## config.mk

```make
export PLATFORM = sky130hd
export DESIGN_NAME = bp_me_clint_slice_flat
export DESIGN_NICKNAME = d
export VERILOG_FILES = /design/src/bp_me_msg_pkg.sv /design/src/bp_me_addr_pkg.sv /design/src/bp_me_dev_if.sv /design/src/bp_me_clint_slice.sv /design/src/flat_wrapper.sv
export SDC_FILE = /design/constraint.sdc
export NUM_CORES = 1
export LEC_CHECK = 0
export ABC_AREA = 0
export ABC_CLOCK_PERIOD_IN_PS = 3300
export BUFFER_PORTS_ARGS = -buffer_cell sky130_fd_sc_hd__buf_2
export CAP_MARGIN = 20
export CORE_MARGIN = 2
export CORE_UTILIZATION = 50
export CTS_CLUSTER_DIAMETER = 60
export DETAILED_ROUTE_END_ITERATION = 8
export GPL_TIMING_DRIVEN = 0
export HOLD_SLACK_MARGIN = 0.1
export PLACE_DENSITY = 0.76
export SETUP_SLACK_MARGIN = 0.15
export SYNTH_ARGS = -nofsm -noshare
export SYNTH_HDL_FRONTEND = slang
export SYNTH_SLANG_ARGS = --single-unit
```

## constraint.sdc

```tcl
create_clock -name clk_i -period 3.3 [get_ports clk_i]
set_input_delay 0.165 -clock clk_i [delete_from_list [all_inputs] [get_ports clk_i]]
set_output_delay 0.165 -clock clk_i [all_outputs]
set_load 0.005 [all_outputs]
```

## src/bp_me_msg_pkg.sv

```systemverilog
/*
 * Memory message definitions
 * Opcodes and field widths shared by the forward and reverse streams
 */

`default_nettype none

package bp_me_msg_pkg;

  // Physical address carried in every message header
  localparam int paddr_width_gp = 32;

  // One data beat per message
  localparam int data_width_gp = 64;

  // Tag is returned unchanged with the response
  localparam int tag_width_gp = 8;

  typedef enum logic [0:0] {
    e_rd = 1'b0,
    e_wr = 1'b1
  } bp_me_opcode_e;

endpackage

`default_nettype wire
```

## src/bp_me_addr_pkg.sv

```systemverilog
/*
 * Device address map
 * DRAM base, local device ids and the two views of an address word
 */

`default_nettype none

package bp_me_addr_pkg;

  // Anything below this is a local device address
  localparam logic [bp_me_msg_pkg::paddr_width_gp-1:0] dram_base_addr_gp = 32'h8000_0000;

  localparam int dev_id_width_gp = 4;

  localparam logic [dev_id_width_gp-1:0] cfg_dev_gp   = 4'd1;
  localparam logic [dev_id_width_gp-1:0] clint_dev_gp = 4'd2;
  localparam logic [dev_id_width_gp-1:0] cache_dev_gp = 4'd3;

  // Raw global address, or local dev/offset pair
  typedef union packed {
    logic [bp_me_msg_pkg::paddr_width_gp-1:0] raw;
    struct packed {
      logic [7:0]                 pad;
      logic [dev_id_width_gp-1:0] dev;
      logic [19:0]                offset;
    } loc;
  } bp_addr_u;

  // Slice index on the router and arbiter side
  typedef enum logic [1:0] {
    e_dev_mem   = 2'd0,
    e_dev_cfg   = 2'd1,
    e_dev_clint = 2'd2,
    e_dev_loop  = 2'd3
  } bp_dev_e;

endpackage

`default_nettype wire

```

## src/bp_me_dev_if.sv

```systemverilog
/*
 * Device stream bundle
 * One slice's forward command stream and reverse response stream
 */

`timescale 1ns/1ns
`default_nettype none

interface bp_me_dev_if;
  import bp_me_msg_pkg::*;

  bp_me_opcode_e             fwd_opcode;
  logic [paddr_width_gp-1:0] fwd_addr;
  logic [tag_width_gp-1:0]   fwd_tag;
  logic [data_width_gp-1:0]  fwd_data;
  logic                      fwd_v;
  logic                      fwd_ready_and;

  bp_me_opcode_e             rev_opcode;
  logic [paddr_width_gp-1:0] rev_addr;
  logic [tag_width_gp-1:0]   rev_tag;
  logic [data_width_gp-1:0]  rev_data;
  logic                      rev_v;
  logic                      rev_ready_and;

  // Network side, shared by the router and the reverse arbiter
  modport router (
    output fwd_opcode, fwd_addr, fwd_tag, fwd_data, fwd_v,
    input  fwd_ready_and,
    input  rev_opcode, rev_addr, rev_tag, rev_data, rev_v,
    output rev_ready_and
  );

  modport dev (
    input  fwd_opcode, fwd_addr, fwd_tag, fwd_data, fwd_v,
    output fwd_ready_and,
    output rev_opcode, rev_addr, rev_tag, rev_data, rev_v,
    input  rev_ready_and
  );

endinterface

`default_nettype wire

```

## src/bp_me_clint_slice.sv

```systemverilog
/*
 * Core-local interruptor
 * mtime, mtimecmp and msip with timer and software interrupt outputs
 */

`timescale 1ns/1ns
`default_nettype none

module bp_me_clint_slice
  (input wire         clk_i
   , input wire       reset_i

   , bp_me_dev_if.dev dev_io

   , output logic     timer_irq_o
   , output logic     software_irq_o
   );

  import bp_me_msg_pkg::*;
  import bp_me_addr_pkg::*;

  localparam logic [19:0] msip_offset_lp     = 20'h0000;
  localparam logic [19:0] mtimecmp_offset_lp = 20'h4000;
  localparam logic [19:0] mtime_offset_lp    = 20'hBFF8;

  bp_addr_u                 addr_u;
  logic                     fwd_yumi;
  logic                     wr_v;
  logic [data_width_gp-1:0] rd_data;

  logic [data_width_gp-1:0] mtime_r;
  logic [data_width_gp-1:0] mtimecmp_r;
  logic                     msip_r;

  assign addr_u   = dev_io.fwd_addr;
  assign dev_io.fwd_ready_and = ~dev_io.rev_v | dev_io.rev_ready_and;
  assign fwd_yumi = dev_io.fwd_v & dev_io.fwd_ready_and;
  assign wr_v     = fwd_yumi & (dev_io.fwd_opcode == e_wr);

  always_comb begin
    rd_data = '0;
    case (addr_u.loc.offset)
      msip_offset_lp:     rd_data[0] = msip_r;
      mtimecmp_offset_lp: rd_data    = mtimecmp_r;
      mtime_offset_lp:    rd_data    = mtime_r;
      default:            rd_data    = '0;
    endcase
  end

  // mtime ticks on clk_i, a write to it takes priority
  always_ff @(posedge clk_i) begin
    if (reset_i) begin
      mtime_r    <= '0;
      mtimecmp_r <= '1;
      msip_r     <= 1'b0;
    end else begin
      mtime_r <= mtime_r + 1'b1;
      if (wr_v) begin
        case (addr_u.loc.offset)
          msip_offset_lp:     msip_r     <= dev_io.fwd_data[0];
          mtimecmp_offset_lp: mtimecmp_r <= dev_io.fwd_data;
          mtime_offset_lp:    mtime_r    <= dev_io.fwd_data;
          default:            ;
        endcase
      end
    end
  end

  assign timer_irq_o    = (mtime_r >= mtimecmp_r);
  assign software_irq_o = msip_r;

  always_ff @(posedge clk_i) begin
    if (reset_i) begin
      dev_io.rev_v <= 1'b0;
    end else if (fwd_yumi) begin
      dev_io.rev_v <= 1'b1;
    end else if (dev_io.rev_ready_and) begin
      dev_io.rev_v <= 1'b0;
    end
  end

  always_ff @(posedge clk_i) begin
    if (fwd_yumi) begin
      dev_io.rev_opcode <= dev_io.fwd_opcode;
      dev_io.rev_addr   <= dev_io.fwd_addr;
      dev_io.rev_tag    <= dev_io.fwd_tag;
      dev_io.rev_data   <= (dev_io.fwd_opcode == e_rd) ? rd_data : '0;
    end
  end

endmodule

`default_nettype wire

```

## src/flat_wrapper.sv

```systemverilog
// flat-port wrapper written by rule: the top's interface ports become plain ports
module bp_me_clint_slice_flat import bp_me_msg_pkg::*; import bp_me_addr_pkg::*;
  (clk_i, reset_i, timer_irq_o, software_irq_o, dev_io_fwd_opcode, dev_io_fwd_addr, dev_io_fwd_tag, dev_io_fwd_data, dev_io_fwd_v, dev_io_fwd_ready_and, dev_io_rev_opcode, dev_io_rev_addr, dev_io_rev_tag, dev_io_rev_data, dev_io_rev_v, dev_io_rev_ready_and);
  bp_me_dev_if dev_io_i ();
  input wire clk_i;
  input wire reset_i;
  output logic timer_irq_o;
  output logic software_irq_o;
  input wire logic [$bits(dev_io_i.fwd_opcode)-1:0] dev_io_fwd_opcode;
  input wire logic [$bits(dev_io_i.fwd_addr)-1:0] dev_io_fwd_addr;
  input wire logic [$bits(dev_io_i.fwd_tag)-1:0] dev_io_fwd_tag;
  input wire logic [$bits(dev_io_i.fwd_data)-1:0] dev_io_fwd_data;
  input wire logic [$bits(dev_io_i.fwd_v)-1:0] dev_io_fwd_v;
  output wire logic [$bits(dev_io_i.fwd_ready_and)-1:0] dev_io_fwd_ready_and;
  output wire logic [$bits(dev_io_i.rev_opcode)-1:0] dev_io_rev_opcode;
  output wire logic [$bits(dev_io_i.rev_addr)-1:0] dev_io_rev_addr;
  output wire logic [$bits(dev_io_i.rev_tag)-1:0] dev_io_rev_tag;
  output wire logic [$bits(dev_io_i.rev_data)-1:0] dev_io_rev_data;
  output wire logic [$bits(dev_io_i.rev_v)-1:0] dev_io_rev_v;
  input wire logic [$bits(dev_io_i.rev_ready_and)-1:0] dev_io_rev_ready_and;
  assign dev_io_i.fwd_opcode = dev_io_fwd_opcode;
  assign dev_io_i.fwd_addr = dev_io_fwd_addr;
  assign dev_io_i.fwd_tag = dev_io_fwd_tag;
  assign dev_io_i.fwd_data = dev_io_fwd_data;
  assign dev_io_i.fwd_v = dev_io_fwd_v;
  assign dev_io_fwd_ready_and = dev_io_i.fwd_ready_and;
  assign dev_io_rev_opcode = dev_io_i.rev_opcode;
  assign dev_io_rev_addr = dev_io_i.rev_addr;
  assign dev_io_rev_tag = dev_io_i.rev_tag;
  assign dev_io_rev_data = dev_io_i.rev_data;
  assign dev_io_rev_v = dev_io_i.rev_v;
  assign dev_io_i.rev_ready_and = dev_io_rev_ready_and;
  bp_me_clint_slice u_core (.clk_i(clk_i), .reset_i(reset_i), .dev_io(dev_io_i), .timer_irq_o(timer_irq_o), .software_irq_o(software_irq_o));
endmodule
```

; ---- Word level (Yosys, flattened, before mapping)
; Cells that the tools add are included.
[word_totals]
reg_bits = 235
in_bits = 109
out_inout_bits = 109
elab_cells = 26
[op_classes]
addsub = 1
order_cmp = 1
n_eq_ne = 2
n_mux = 6
bitwise_logic = 4
reduce_logical = 4
[ops]
columns = op, n
row1 = $mux W64, 2
row2 = $pmux W63 S2, 1
row3 = $add A64 B1 Y64 const B, 1
row4 = $ge A64 B64 Y1, 1
row5 = $eq A20 B15 Y1 const B, 1
row6 = $eq A20 B16 Y1 const B, 1
row7 = $logic_not A20 Y1, 1
row8 = $reduce_and A2 Y1, 2
row9 = $pmux W1 S3, 1
row10 = $and A1 B1 Y1, 2
row11 = $mux W1, 2
row12 = $reduce_bool A2 Y1, 1
row13 = $not A1 Y1, 1
row14 = $or A1 B1 Y1, 1

; ---- Depth between registers and ports, before layout
; Gate-level depths: netlist of run 1.
[logic_depth]
depth_word = 5
ltp_mapped = 8
depth_no_buf = 8

; ---- Least setup slack after synthesis of run 1
; No wires, ideal clock.
[synth_timing]
kind = flip-flop to flip-flop
start = register u_core.dev_io.rev_v
end = register u_core.dev_io.rev_addr[0] (enable)
setup_ns = 0.476
t_arrival_ns = 2.894
required_ns = 2.824
setup_slack_ns = -0.071
path_stages_with_launch = 3
n_path_buf = 0
synth_period_minus_slack_ns = 3.371
path_cell_list = dfxtp_1 nand2b_1 and2_1
[synth_between]
elab_chain_cells = 3
[synth_lines]
columns = item, line_no
row1 = "start, declared", bp_me_dev_if.sv:37  ; output rev_opcode, rev_addr, rev_tag, rev_data, rev_v,
row2 = "start signal, assigned", bp_me_clint_slice.sv:74  ; dev_io.rev_v <= 1'b0;
row3 = "start signal, assigned", bp_me_clint_slice.sv:76  ; dev_io.rev_v <= 1'b1;
row4 = "start signal, assigned", bp_me_clint_slice.sv:78  ; dev_io.rev_v <= 1'b0;
row5 = $not A1 Y1, bp_me_clint_slice.sv:36  ; assign dev_io.fwd_ready_and = ~dev_io.rev_v | dev_io.rev_ready_and;
row6 = $or A1 B1 Y1, bp_me_clint_slice.sv:36
row7 = net dev_io_fwd_ready_and, flat_wrapper.sv:14  ; output wire logic [$bits(dev_io_i.fwd_ready_and)-1:0] dev_io_fwd_ready_and;
row8 = $and A1 B1 Y1, bp_me_clint_slice.sv:37  ; assign fwd_yumi = dev_io.fwd_v & dev_io.fwd_ready_and;
row9 = net u_core.fwd_yumi, bp_me_clint_slice.sv:27  ; logic fwd_yumi;
row10 = "end signal, assigned", bp_me_clint_slice.sv:85  ; dev_io.rev_addr <= dev_io.fwd_addr;
row11 = "end, declared", bp_me_dev_if.sv:37
; The timed path passes the listed nets, and every way through them passes these cells.
; A chain may end at the register's enable or synchronous reset.

; ---- Final worst setup path of run 1
[layout_timing]
start = register u_core.mtime_r[60]
end = output port timer_irq_o
[layout_between]
elab_chain_cells = 1
[layout_lines]
columns = item, line_no
row1 = "start, declared", bp_me_clint_slice.sv:31  ; logic [data_width_gp-1:0] mtime_r;
row2 = "start signal, assigned", bp_me_clint_slice.sv:57  ; mtime_r <= mtime_r + 1'b1;
row3 = "start signal, assigned", bp_me_clint_slice.sv:62  ; mtime_offset_lp: mtime_r <= dev_io.fwd_data;
row4 = $ge A64 B64 Y1, bp_me_clint_slice.sv:69  ; assign timer_irq_o = (mtime_r >= mtimecmp_r);
row5 = "end, declared", flat_wrapper.sv:7  ; output logic timer_irq_o;
; No other way between the ends.

==> impl_metrics.py, run 1 <==
metrics = {
    "die": {
        "die_h_um": 155,
        "die_w_um": 155,
        "die_area_um2": 24100,
        "rows": 55,
        "io_pins": 218,
        "initial_core_util_pct": 50.7,
        "core-area_um2": 22600,
    },
    "cts": {
        "cts.sinks": 235,
        "htree_levels": 1,
        "cts_tree": "built",
        "clockBufferDepth": 3,
        "cts_buffers": 26,
        "clk_pin_slew_ns": 0.06,
        "clock_latency_ns": 0.53,
        "cts_root_buffer": "clkbuf_16",
    },
    "logic_synthesis": {
        "async_flop_share_pct": 0,
        "syn_inst": 1133,
        "synth_edf_count": 105,
        "synthXorXnorAreaFrac_pct": 4.74,
        "synth_top_family_by_area": "simple AND/OR/NAND/NOR gates",
        "synth_top_cell_area_share_pct": 27.5,
        "synth.distinct_cells": 47,
        "ys_seq_elements": 235,
        "synth_common_cells": "218 x nor2_1, 130 x dfxtp_1, 105 x edfxtp_1",
        "yosys.area_share.simple_pct": 17.0,
        "synth.area.mux_share_pct": 0.0874,
        "synthFlopType": "dfxtp_1",
        "synth_area_leader_cell": "edfxtp_1",
        "yosysSeqAreaShare_pct": 50.3,
        "synth_compound_area_share_pct": 16.0,
        "syn_area_per_cell_um2": 10.1,
        "synth_nets": 1307,
        "synthAdderAreaFrac_pct": 7.10,
        "synth.area.top_cells": "edfxtp_1 28%, dfxtp_1 23%, nor2_1 7.1%",
        "yosys_warnings": 0,
        "yosysMostFrequentCell": "nor2_1",
        "syn_area_um2": 11400,
    },
    "detailed_routing": {
        "drcViolationCount": 0,
        "first_iter_violations": 746,
        "wl_per_cell_um": 17.8,
        "vias": 10200,
        "antenna_left": 0,
        "totalWireLength_um": 32200,
        "first_pass_iters": 5,
        "post_drt_via_cell_ratio": 5.62,
    },
    "global_route": {
        "grt.overflow.total": 0,
        "grt_antenna_before_repair": 0,
        "grt_pass1_wl_um": 49700,
        "grtUsageTotal_pct": 25.5,
        "grt_pass1_vias": 9803,
        "grt_max_degree": 57,
    },
    "sta": {
        "worst-slew-pin-transition_ns": 0.958,
        "finalCriticalPeriod_ns": 3.23,
        "period_share_pct": 97.9,
        "drv_slew": 0,
        "hold_viol": 0,
        "final.setup.tns_ns": 0,
        "rsz0062_at_grt": "true",
        "slew_headroom_pct": 36.1,
        "clock_skew_ns": 0.0178,
        "fmax_ghz": 0.310,
        "layout_setup_ws_ns": 0.0700,
        "setup_viol": 0,
    },
    "power_and_ir_drop": {
        "clkPwrFrac_pct": 45.3,
        "internal-power_w": 0.00501,
        "power_leakage_nw": 6.40,
        "seqPwrFrac_pct": 48.8,
        "combPwrFrac_pct": 5.9,
        "switching_share_pct": 21.9,
        "switchingPower_w": 0.00140,
        "ir_worst_vdd_v": 0.000241,
        "p_per_area_nw_per_um2": 421,
    },
    "layout": {
        "layout-drive-gt1-share_pct": 23.8,
        "fin_nets": 1677,
        "diodes": 0,
        "areaGrowthSynthToFinish_pct": 33.2,
    },
    "setup_path": {
        "path_cells": "ha_1 -> nand4_1 -> or4_4 -> or3_4 -> or4_4 -> o21ai_2 -> buf_2",
        "arrival_ns": 3.06,
        "required_ns": 3.13,
        "max_stage_delay_ns": 0.61,
        "end_kind": "output port",
        "cpMostUsedCell": "or4_4",
        "path_class": "flop to output port",
        "rrSetupSlack_ns": 0.55,
        "path_max_fanout": 6,
        "worstSetupStartpointType": "flop",
        "slowest_stage": "or4_4",
    },
    "placed_design": {
        "gp_congestion": 0.917,
        "place_hpwl_um": 21400,
        "io_buffers": 216,
        "place_ws_ns": 0.372,
    },
    "run": {
        "max-cap-violations": 0,
    },
    "hold_path": {
        "hold_class": "primary input to flop",
    },
    "outcome": {
        "status": "finished clean",
    },
}
-- per-stage QoR --
stage / cell area (um2) / hold slack, ns / total power, W / cells / util [%]
after floorplan: 11400 / 0.264 / 0.00328 / 1133 / -
after global placement: 12900 / 0.341 / 0.00346 / 1634 / 57.1
after detailed placement: 12900 / 0.343 / 0.00347 / 1635 / 57.2
after CTS: 15100 / 0.136 / 0.00644 / 1803 / 67.0
after global routing: 15200 / 0.201 / 0.00659 / 1808 / 67.5
final: 15200 / 0.147 / 0.00642 / 1808 / 67.5
-- worst max-delay path, delay by kind of cell, from the launching register on --
kind | cells | cell delay [ns]
flip-flops | 1 | 0.36
buffers and inverters | 1 | 0.14
AO/OA/AOI/OAI | 1 | 0.16
AND/OR/NAND/NOR | 4 | 1.59
adder cells (fa/ha/maj) | 1 | 0.28
-- power by group through the flow --
stage | combinational (W) | sequential, W | clock, W
floorplan | 0.0000706 | 0.00321 | 0
global placement | 0.000263 | 0.00320 | 0
detailed placement | 0.000273 | 0.00319 | 0
CTS | 0.000373 | 0.00313 | 0.00293
global route | 0.000407 | 0.00313 | 0.00305
finish | 0.000377 | 0.00313 | 0.00291
-- kinds of logic after synthesis --
family,count (synthesis)
buf+inv,141
simple gates,388
fa+ha+maj,65
flops,235
xor+xnor,62
mux,1
compound gates,241
-- layout make-up --
class,instances,area (um2)
Tap cell,285,357
Clock inverter,16,138
Multi-Input combinational cell,757,5340
Timing Repair Buffer,342,2350
Buffer,68,272
Inverter,73,274
Clock buffer,32,724
Fill cell,1742,7330
Sequential cell,235,5790
-- path summary, 6_finish.rpt --
check                           depth (start not counted)                             to                          start
worst max-delay path                                    7                    timer_irq_o  u_core.mtime_r[60]$_SDFF_PP0_
worst min-delay path                                    2   u_core.mtime_r[0]$_SDFF_PP0_                        reset_i
worst max register to register                          8  u_core.mtime_r[56]$_SDFF_PP0_   u_core.mtime_r[0]$_SDFF_PP0_
worst min register to register                          1   u_core.mtime_r[0]$_SDFF_PP0_   u_core.mtime_r[0]$_SDFF_PP0_
-- sequential cells by signal, indices dropped and copies added (netlist names) --
name                      count
u_core.dev_io.rev_data       64
u_core.mtime_r               64
u_core.dev_io.rev_tag         8
u_core.software_irq_o         1
u_core.dev_io.rev_addr       32
u_core.dev_io.rev_opcode      1
u_core.dev_io.rev_v           1
u_core.mtimecmp_r            64
-- cell usage in the layout, fill, tap and decap left out, types with 7 or more instances in the layout --
cell / count
and4_1: 7
a211oi_1: 59
nand3_1: 29
clkbuf_1: 62
inv_1: 64
nor4_2: 10
dlygate4sd3_1: 107
a21oi_1: 26
dfxtp_2: 20
ha_1: 55
clkinv_2: 8
nor3_2: 9
xor2_1: 22
a211o_1: 64
a22oi_1: 64
nand2_1: 36
buf_2: 217
ha_4: 10
inv_2: 9
buf_6: 12
buf_4: 8
nand4_1: 31
edfxtp_1: 105
nor2_1: 217
and3_1: 13
o21ai_0: 7
dfxtp_1: 107
nor4_1: 7
clkbuf_16: 27
xnor2_1: 40
-- layer usage --
layer	share of wire (%)	up-vias	GRT usage (%)	wire, um
met2	47	406	42.4	15300
met5	0	-	0	0
met1	42	4822	34.0	13700
li1	-	4867	-	-
met4	2.9	0	8.56	932
met3	7.4	73	4.01	2370
-- timing repair --
action,4_1_cts,5_1_grt
gates cloned,0,0
endpoints found under the setup margin,1,4
hold endpoints to repair,171,0
resized for setup,45,23
setup buffers,13,5
hold buffers,107,0
pin swaps,16,11
(Power assumes the default switching activity.)
==> run 2: changes to the inputs <==
--- a/config.mk
+++ b/config.mk
@@ -6,15 +6,15 @@
 export NUM_CORES = 1
 export LEC_CHECK = 0
-export ABC_AREA = 0
+export ABC_AREA = 1
 export ABC_CLOCK_PERIOD_IN_PS = 3300
 export BUFFER_PORTS_ARGS = -buffer_cell sky130_fd_sc_hd__buf_2
 export CAP_MARGIN = 20
 export CORE_MARGIN = 2
-export CORE_UTILIZATION = 50
+export CORE_UTILIZATION = 52
 export CTS_CLUSTER_DIAMETER = 60
 export DETAILED_ROUTE_END_ITERATION = 8
 export GPL_TIMING_DRIVEN = 0
 export HOLD_SLACK_MARGIN = 0.1
-export PLACE_DENSITY = 0.76
+export PLACE_DENSITY = 0.78
 export SETUP_SLACK_MARGIN = 0.15
 export SYNTH_ARGS = -nofsm -noshare
==> constraint.sdc (replaced) <==
create_clock -name clk_i -period 3.3 [get_ports clk_i]
set_input_delay 0.495 -clock clk_i [delete_from_list [all_inputs] [get_ports clk_i]]
set_output_delay 0.495 -clock clk_i [all_outputs]
set_load 0.005 [all_outputs]
==> impl_metrics.py, run 2 <==
metrics = {
    "setup_path": {
        "max_stage_delay_ns": 0.55,
        "arrival_ns": 2.56,
        "end_kind": "output port",
        "required_ns": 2.80,
        "slowest_stage": "dfxtp_1",
        "worstSetupStartpointType": "flop",
        "path_class": "flop to output port",
        "cpMostUsedCell": "nand2_1",
        "path_cells": "ha_1 -> nand4_1 -> inv_1 -> nand2_1 -> nand3_1 -> nand2_1 -> nand2_1 -> nor2_1 -> nand2_1 -> buf_2",
        "path_max_fanout": 6,
    },
    "layout": {
        "fin_nets": 2103,
        "layout-drive-gt1-share_pct": 15.8,
        "stdcell_count": 2273,
        "final_common_cell": "nand2_1",
        "fill_cells": 2197,
        "areaGrowthSynthToFinish_pct": 18.6,
        "reg_top3": "u_core.dev_io.rev_data x64, u_core.mtime_r x64, u_core.mtimecmp_r x64",
        "final_cell_mix": "348 x nand2_1, 242 x buf_2, 221 x inv_1, 194 x nor2_1, 167 x a21oi_1",
        "multiInputGateArea_um2": 5870,
        "final_util_pct": 62.5,
        "seqCellArea_um2": 5760,
        "diodes": 0,
    },
    "placed_design": {
        "place_inst": 2224,
        "place_hpwl_um": 32500,
        "io_buffers": 217,
        "gp_congestion": 0.995,
    },
    "detailed_routing": {
        "wl_per_cell_um": 18.5,
        "vias": 12500,
        "totalWireLength_um": 41900,
        "antenna_left": 0,
        "drcViolationCount": 0,
        "post_drt_via_cell_ratio": 5.52,
        "first_iter_violations": 1190,
        "first_pass_iters": 5,
    },
    "power_and_ir_drop": {
        "p_per_area_nw_per_um2": 413,
        "power_leakage_nw": 7.11,
        "ir_worst_vdd_v": 0.000352,
    },
    "logic_synthesis": {
        "ys_seq_elements": 235,
        "syn_inst": 1681,
        "synth.distinct_cells": 33,
        "syn_area_um2": 12800,
        "synthFlopType": "dfxtp_1",
        "synth_nets": 1855,
        "synth.area.top_cells": "edfxtp_1 25%, dfxtp_1 20%, nand2_1 10%",
        "synth_common_cells": "348 x nand2_1, 222 x inv_1, 195 x nor2_1",
        "yosysMostFrequentCell": "nand2_1",
        "synth_area_leader_cell": "edfxtp_1",
        "synth_top_cell_area_share_pct": 24.7,
        "yosysSeqAreaShare_pct": 45.0,
        "yosys_warnings": 0,
        "async_flop_share_pct": 0,
        "syn_area_per_cell_um2": 7.60,
        "synth_edf_count": 105,
    },
    "die": {
        "core-area_um2": 24200,
        "die_w_um": 161,
        "die_h_um": 161,
        "initial_core_util_pct": 52.7,
        "io_pins": 218,
        "die_area_um2": 25800,
        "rows": 57,
    },
    "sta": {
        "fmax_ghz": 0.327,
        "hold_ws_ns": 0.120,
        "setup_viol": 0,
        "hold_viol": 0,
        "drv_slew": 0,
        "slew_headroom_pct": 31.0,
        "finalCriticalPeriod_ns": 3.05,
        "clock_skew_ns": 0.0215,
        "rsz0062_at_grt": "false",
        "worst-slew-pin-transition_ns": 1.03,
        "period_share_pct": 92.6,
    },
    "global_route": {
        "grt_pass1_wl_um": 65200,
        "grt_max_degree": 48,
        "grt.overflow.total": 0,
        "grtUsageTotal_pct": 32.2,
        "grt_pass1_vias": 11700,
        "grt_antenna_before_repair": 0,
    },
    "cts": {
        "cts_buffers": 26,
        "clk_pin_slew_ns": 0.06,
        "clock_latency_ns": 0.55,
        "cts_root_buffer": "clkbuf_16",
        "cts.sinks": 235,
        "htree_levels": 1,
        "clockBufferDepth": 3,
        "cts_tree": "built",
    },
    "run": {
        "max-cap-violations": 0,
    },
    "outcome": {
        "status": "finished clean",
    },
    "hold_path": {
        "hold_class": "primary input to flop",
    },
}
## run 2: cell types whose count changed after synthesis, moves of 60 or more
| cell | previous run | this run |
|---|---|---|
| nand2_1 | 36 | 348 |
| inv_1 | 73 | 222 |
| a21oi_1 | 26 | 167 |
| nand3_1 | 29 | 140 |
| a211o_1 | 64 | 0 |
| a22oi_1 | 64 | 0 |
| a211oi_1 | 60 | 0 |
## run 2: power by group
group          switching [W]  internal [W]  leakage (nW)
Combinational       0.000228      0.000132          4.62
Sequential         0.0000193       0.00311          2.10
Clock                0.00119       0.00157         0.392
## run 2: kinds of logic after synthesis
family / synth area share [%]
and+or+nand+nor: 26.0
adders and majority gates: 6.36
DFF: 45.0
AOI/OAI and AO/OA: 11.3
xor gates and xnor gates: 2.12
buffers and inverters: 9.15
## run 2: cell type report
cell class,count,area share (%)
Buffer,69,2.14
Clock inverter,7,0.454
Multi-Input combinational cell,1152,38.7
Sequential cell,235,38.0
Timing Repair Buffer,220,7.48
Tap cell,324,2.68
Clock buffer,41,4.93
Inverter,225,5.60
## run 2: path summary, 6_finish.rpt
kind,from,slack (ns),endpoint,cells after the start
max,u_core.mtime_r[47]$_SDFF_PP0_,0.25,timer_irq_o,10
min,dev_io_fwd_addr[27],0.12,u_core.dev_io.rev_addr[27]$_DFFE_PP_,1
max reg2reg,u_core.mtime_r[1]$_SDFF_PP0_,0.92,u_core.mtime_r[26]$_SDFF_PP0_,8
min reg2reg,u_core.software_irq_o$_SDFFE_PP0P_,0.47,u_core.software_irq_o$_SDFFE_PP0P_,2
## run 2: what timing repair did
| action | CTS | global route |
|---|---|---|
| setup endpoints to repair | 1 | 1 |
| cloned | 0 | 0 |
| gates resized for setup | 2 | 1 |
| setup buffers | 0 | 1 |
| hold buffers | 0 | 0 |
| pin swaps | 0 | 1 |
## run 2: per-layer routing
| layer | GRT usage (%) | vias up | routed length, um |
|---|---|---|---|
| met5 | 0 | - | 0 |
| met4 | 7.14 | 0 | 959 |
| met3 | 4.16 | 68 | 3330 |
| met2 | 52.7 | 542 | 19100 |
| met1 | 45.8 | 5878 | 18500 |
| li1 | - | 6057 | - |
## run 2: critical path, delay by kind of cell, from the launching register on
kind / cells / cell delay [ns]
adder cells (fa/ha/maj): 1 / 0.33
buffers and inverters: 2 / 0.21
flip-flops: 1 / 0.55
AND/OR/NAND/NOR: 7 / 0.94
## run 2: stage by stage
stage	area [um2]	setup WS (ns)	setup TNS, ns	power [W]
2_1_floorplan	12800	0.611	0	0.00334
3_3_place_gp	14300	-0.140	-12.98	0.00354
3_5_place_dp	14300	0.398	0	0.00355
4_1_cts	15100	0.268	0	0.00628
5_1_grt	15200	0.145	0	0.00644
6_report	15200	0.245	0	0.00625
==> run 3: changes to the inputs <==
- ABC_CLOCK_PERIOD_IN_PS: 3300 -> 3550
- CORE_UTILIZATION: 52 -> 60
- PLACE_DENSITY: 0.78 -> 0.84
- clock period: 3.3 -> 3.55 ns (I/O delays scaled with it)
==> impl_metrics.py, run 3 (synthesis gave the netlist of run 2 again) <==
metrics = {
    "placed_design": {
        "place_hpwl_um": 33300,
        "io_buffers": 217,
        "gp_congestion": 0.986,
    },
    "sta": {
        "final.setup.tns_ns": 0,
        "clock_skew_ns": 0.00887,
        "rsz0062_at_grt": "false",
        "drv_slew": 0,
        "finalCriticalPeriod_ns": 3.29,
        "fmax_ghz": 0.304,
        "hold_viol": 0,
        "setup_viol": 0,
        "worst-slew-pin-transition_ns": 1.00,
        "period_share_pct": 92.7,
        "slew_headroom_pct": 33.2,
    },
    "detailed_routing": {
        "post_drt_via_cell_ratio": 5.90,
        "first_pass_iters": 6,
        "totalWireLength_um": 44900,
        "wl_per_cell_um": 20.2,
        "antenna_left": 0,
        "vias": 13100,
        "drcViolationCount": 0,
        "first_iter_violations": 1379,
    },
    "die": {
        "die_area_um2": 22500,
        "io_pins": 218,
        "rows": 53,
        "die_w_um": 150,
        "core-area_um2": 21000,
        "die_h_um": 150,
        "initial_core_util_pct": 61.0,
    },
    "global_route": {
        "grt.overflow.total": 0,
        "grt_pass1_wl_um": 67100,
        "grtUsageTotal_pct": 38.9,
        "grt_pass1_vias": 12300,
        "grt_antenna_before_repair": 0,
        "grt_max_degree": 72,
    },
    "setup_path": {
        "slowest_stage": "nor3_2",
        "crit_family": "simple AND/OR/NAND/NOR gates",
        "cpMostUsedCell": "nand2_1",
        "end_kind": "output port",
        "path_class": "flop to output port",
        "cp.depth": 11,
        "path_max_fanout": 3,
        "arrival_ns": 2.76,
        "r2r_cells": 8,
        "required_ns": 3.02,
        "worstSetupStartpointType": "flop",
        "path_cells": "inv_1 -> ha_1 -> nand2_1 -> nor2_1 -> nand2_1 -> nor3_2 -> nand3_1 -> nand2_1 -> nor2_1 -> nand2_1 -> buf_2",
        "critPathBufInv": 2,
        "max_stage_delay_ns": 0.45,
    },
    "power_and_ir_drop": {
        "clkPwrFrac_pct": 45.2,
        "switchingPower_w": 0.00135,
        "seqPwrFrac_pct": 49.0,
        "ir_worst_vdd_v": 0.000454,
        "internal-power_w": 0.00460,
        "power_leakage_nw": 7.10,
        "p_per_area_nw_per_um2": 394,
        "switching_share_pct": 22.7,
        "combPwrFrac_pct": 5.8,
    },
    "layout": {
        "final_cell_mix": "348 x nand2_1, 242 x buf_2, 221 x inv_1, 195 x nor2_1, 167 x a21oi_1",
        "areaGrowthSynthToFinish_pct": 18.0,
        "final_util_pct": 71.9,
        "fin_nets": 2100,
        "layout-drive-gt1-share_pct": 15.7,
        "final_common_cell": "nand2_1",
        "reg_top3": "u_core.dev_io.rev_data x64, u_core.mtime_r x64, u_core.mtimecmp_r x64",
    },
    "cts": {
        "cts.sinks": 235,
        "cts_root_buffer": "clkbuf_16",
        "cts_tree": "built",
        "cts_buffers": 25,
        "htree_levels": 1,
        "ctsHoldBuffers": 0,
        "clockBufferDepth": 3,
        "clock_latency_ns": 0.53,
        "clk_pin_slew_ns": 0.07,
    },
    "run": {
        "max-cap-violations": 0,
    },
    "hold_path": {
        "hold_depth": 1,
        "hold_class": "primary input to flop",
    },
    "outcome": {
        "status": "finished clean",
    },
}
## run 3: path summary, 6_finish.rpt
path	start	end	slack, ns
setup reg to reg	u_core.dev_io.rev_v$_SDFFE_PP0P_	u_core.mtime_r[36]$_SDFF_PP0_	1.24
hold reg to reg	u_core.software_irq_o$_SDFFE_PP0P_	u_core.software_irq_o$_SDFFE_PP0P_	0.48
hold / removal	dev_io_fwd_addr[30]	u_core.dev_io.rev_addr[30]$_DFFE_PP_	0.17
setup / recovery	u_core.mtimecmp_r[63]$_SDFFE_PP1P_	timer_irq_o	0.26
## run 3: power groups by stage
stage / Sequential (W) / Clock [W] / Combinational, W
final: 0.00291 / 0.00269 / 0.000346
after CTS: 0.00291 / 0.00267 / 0.000338
after global placement: 0.00298 / 0 / 0.000315
after detailed placement: 0.00297 / 0 / 0.000332
after floorplan: 0.00299 / 0 / 0.000118
after global routing: 0.00292 / 0.00277 / 0.000371
## run 3: timing repair
action | 4_1_cts | 5_1_grt
setup buffers | 0 | 0
setup endpoints to repair | 1 | 0
gates resized for setup | 1 | 0
## run 3: cell type report
type                       instances  area [um2]
antenna                            2        5.00
buffer                            69         324
clock buffer                      29         641
tap                              275         344
timing repair buffer             218        1110
inverter                         225         847
sequential                       235        5760
multi-input combinational       1152        5860
clock inverter                    16         188
fill                            1577        5880
## run 3: per-layer routing
| layer | vias up | global-route usage, % | share of wire [%] |
|---|---|---|---|
| li1 | 6046 | - | - |
| met1 | 6055 | 52.4 | 39 |
| met2 | 886 | 63.8 | 46 |
| met3 | 116 | 6.19 | 11 |
| met4 | 0 | 13.8 | 3.2 |
| met5 | - | 0 | 0 |
## run 3: per-stage QoR
| step | power, W | setup slack (ns) | area (um2) | cells | hold WS, ns |
|---|---|---|---|---|---|
| 2_1_floorplan | 0.00310 | 0.308 | 12800 | 1681 | 0.454 |
| 3_3_place_gp | 0.00329 | -0.507 | 14200 | 2173 | 0.452 |
| 3_5_place_dp | 0.00330 | 0.640 | 14200 | 2174 | 0.457 |
| 4_1_cts | 0.00593 | 0.383 | 15100 | 2219 | 0.173 |
| 5_1_grt | 0.00606 | 0.214 | 15100 | 2219 | 0.171 |
| 6_report | 0.00595 | 0.260 | 15100 | 2221 | 0.173 |
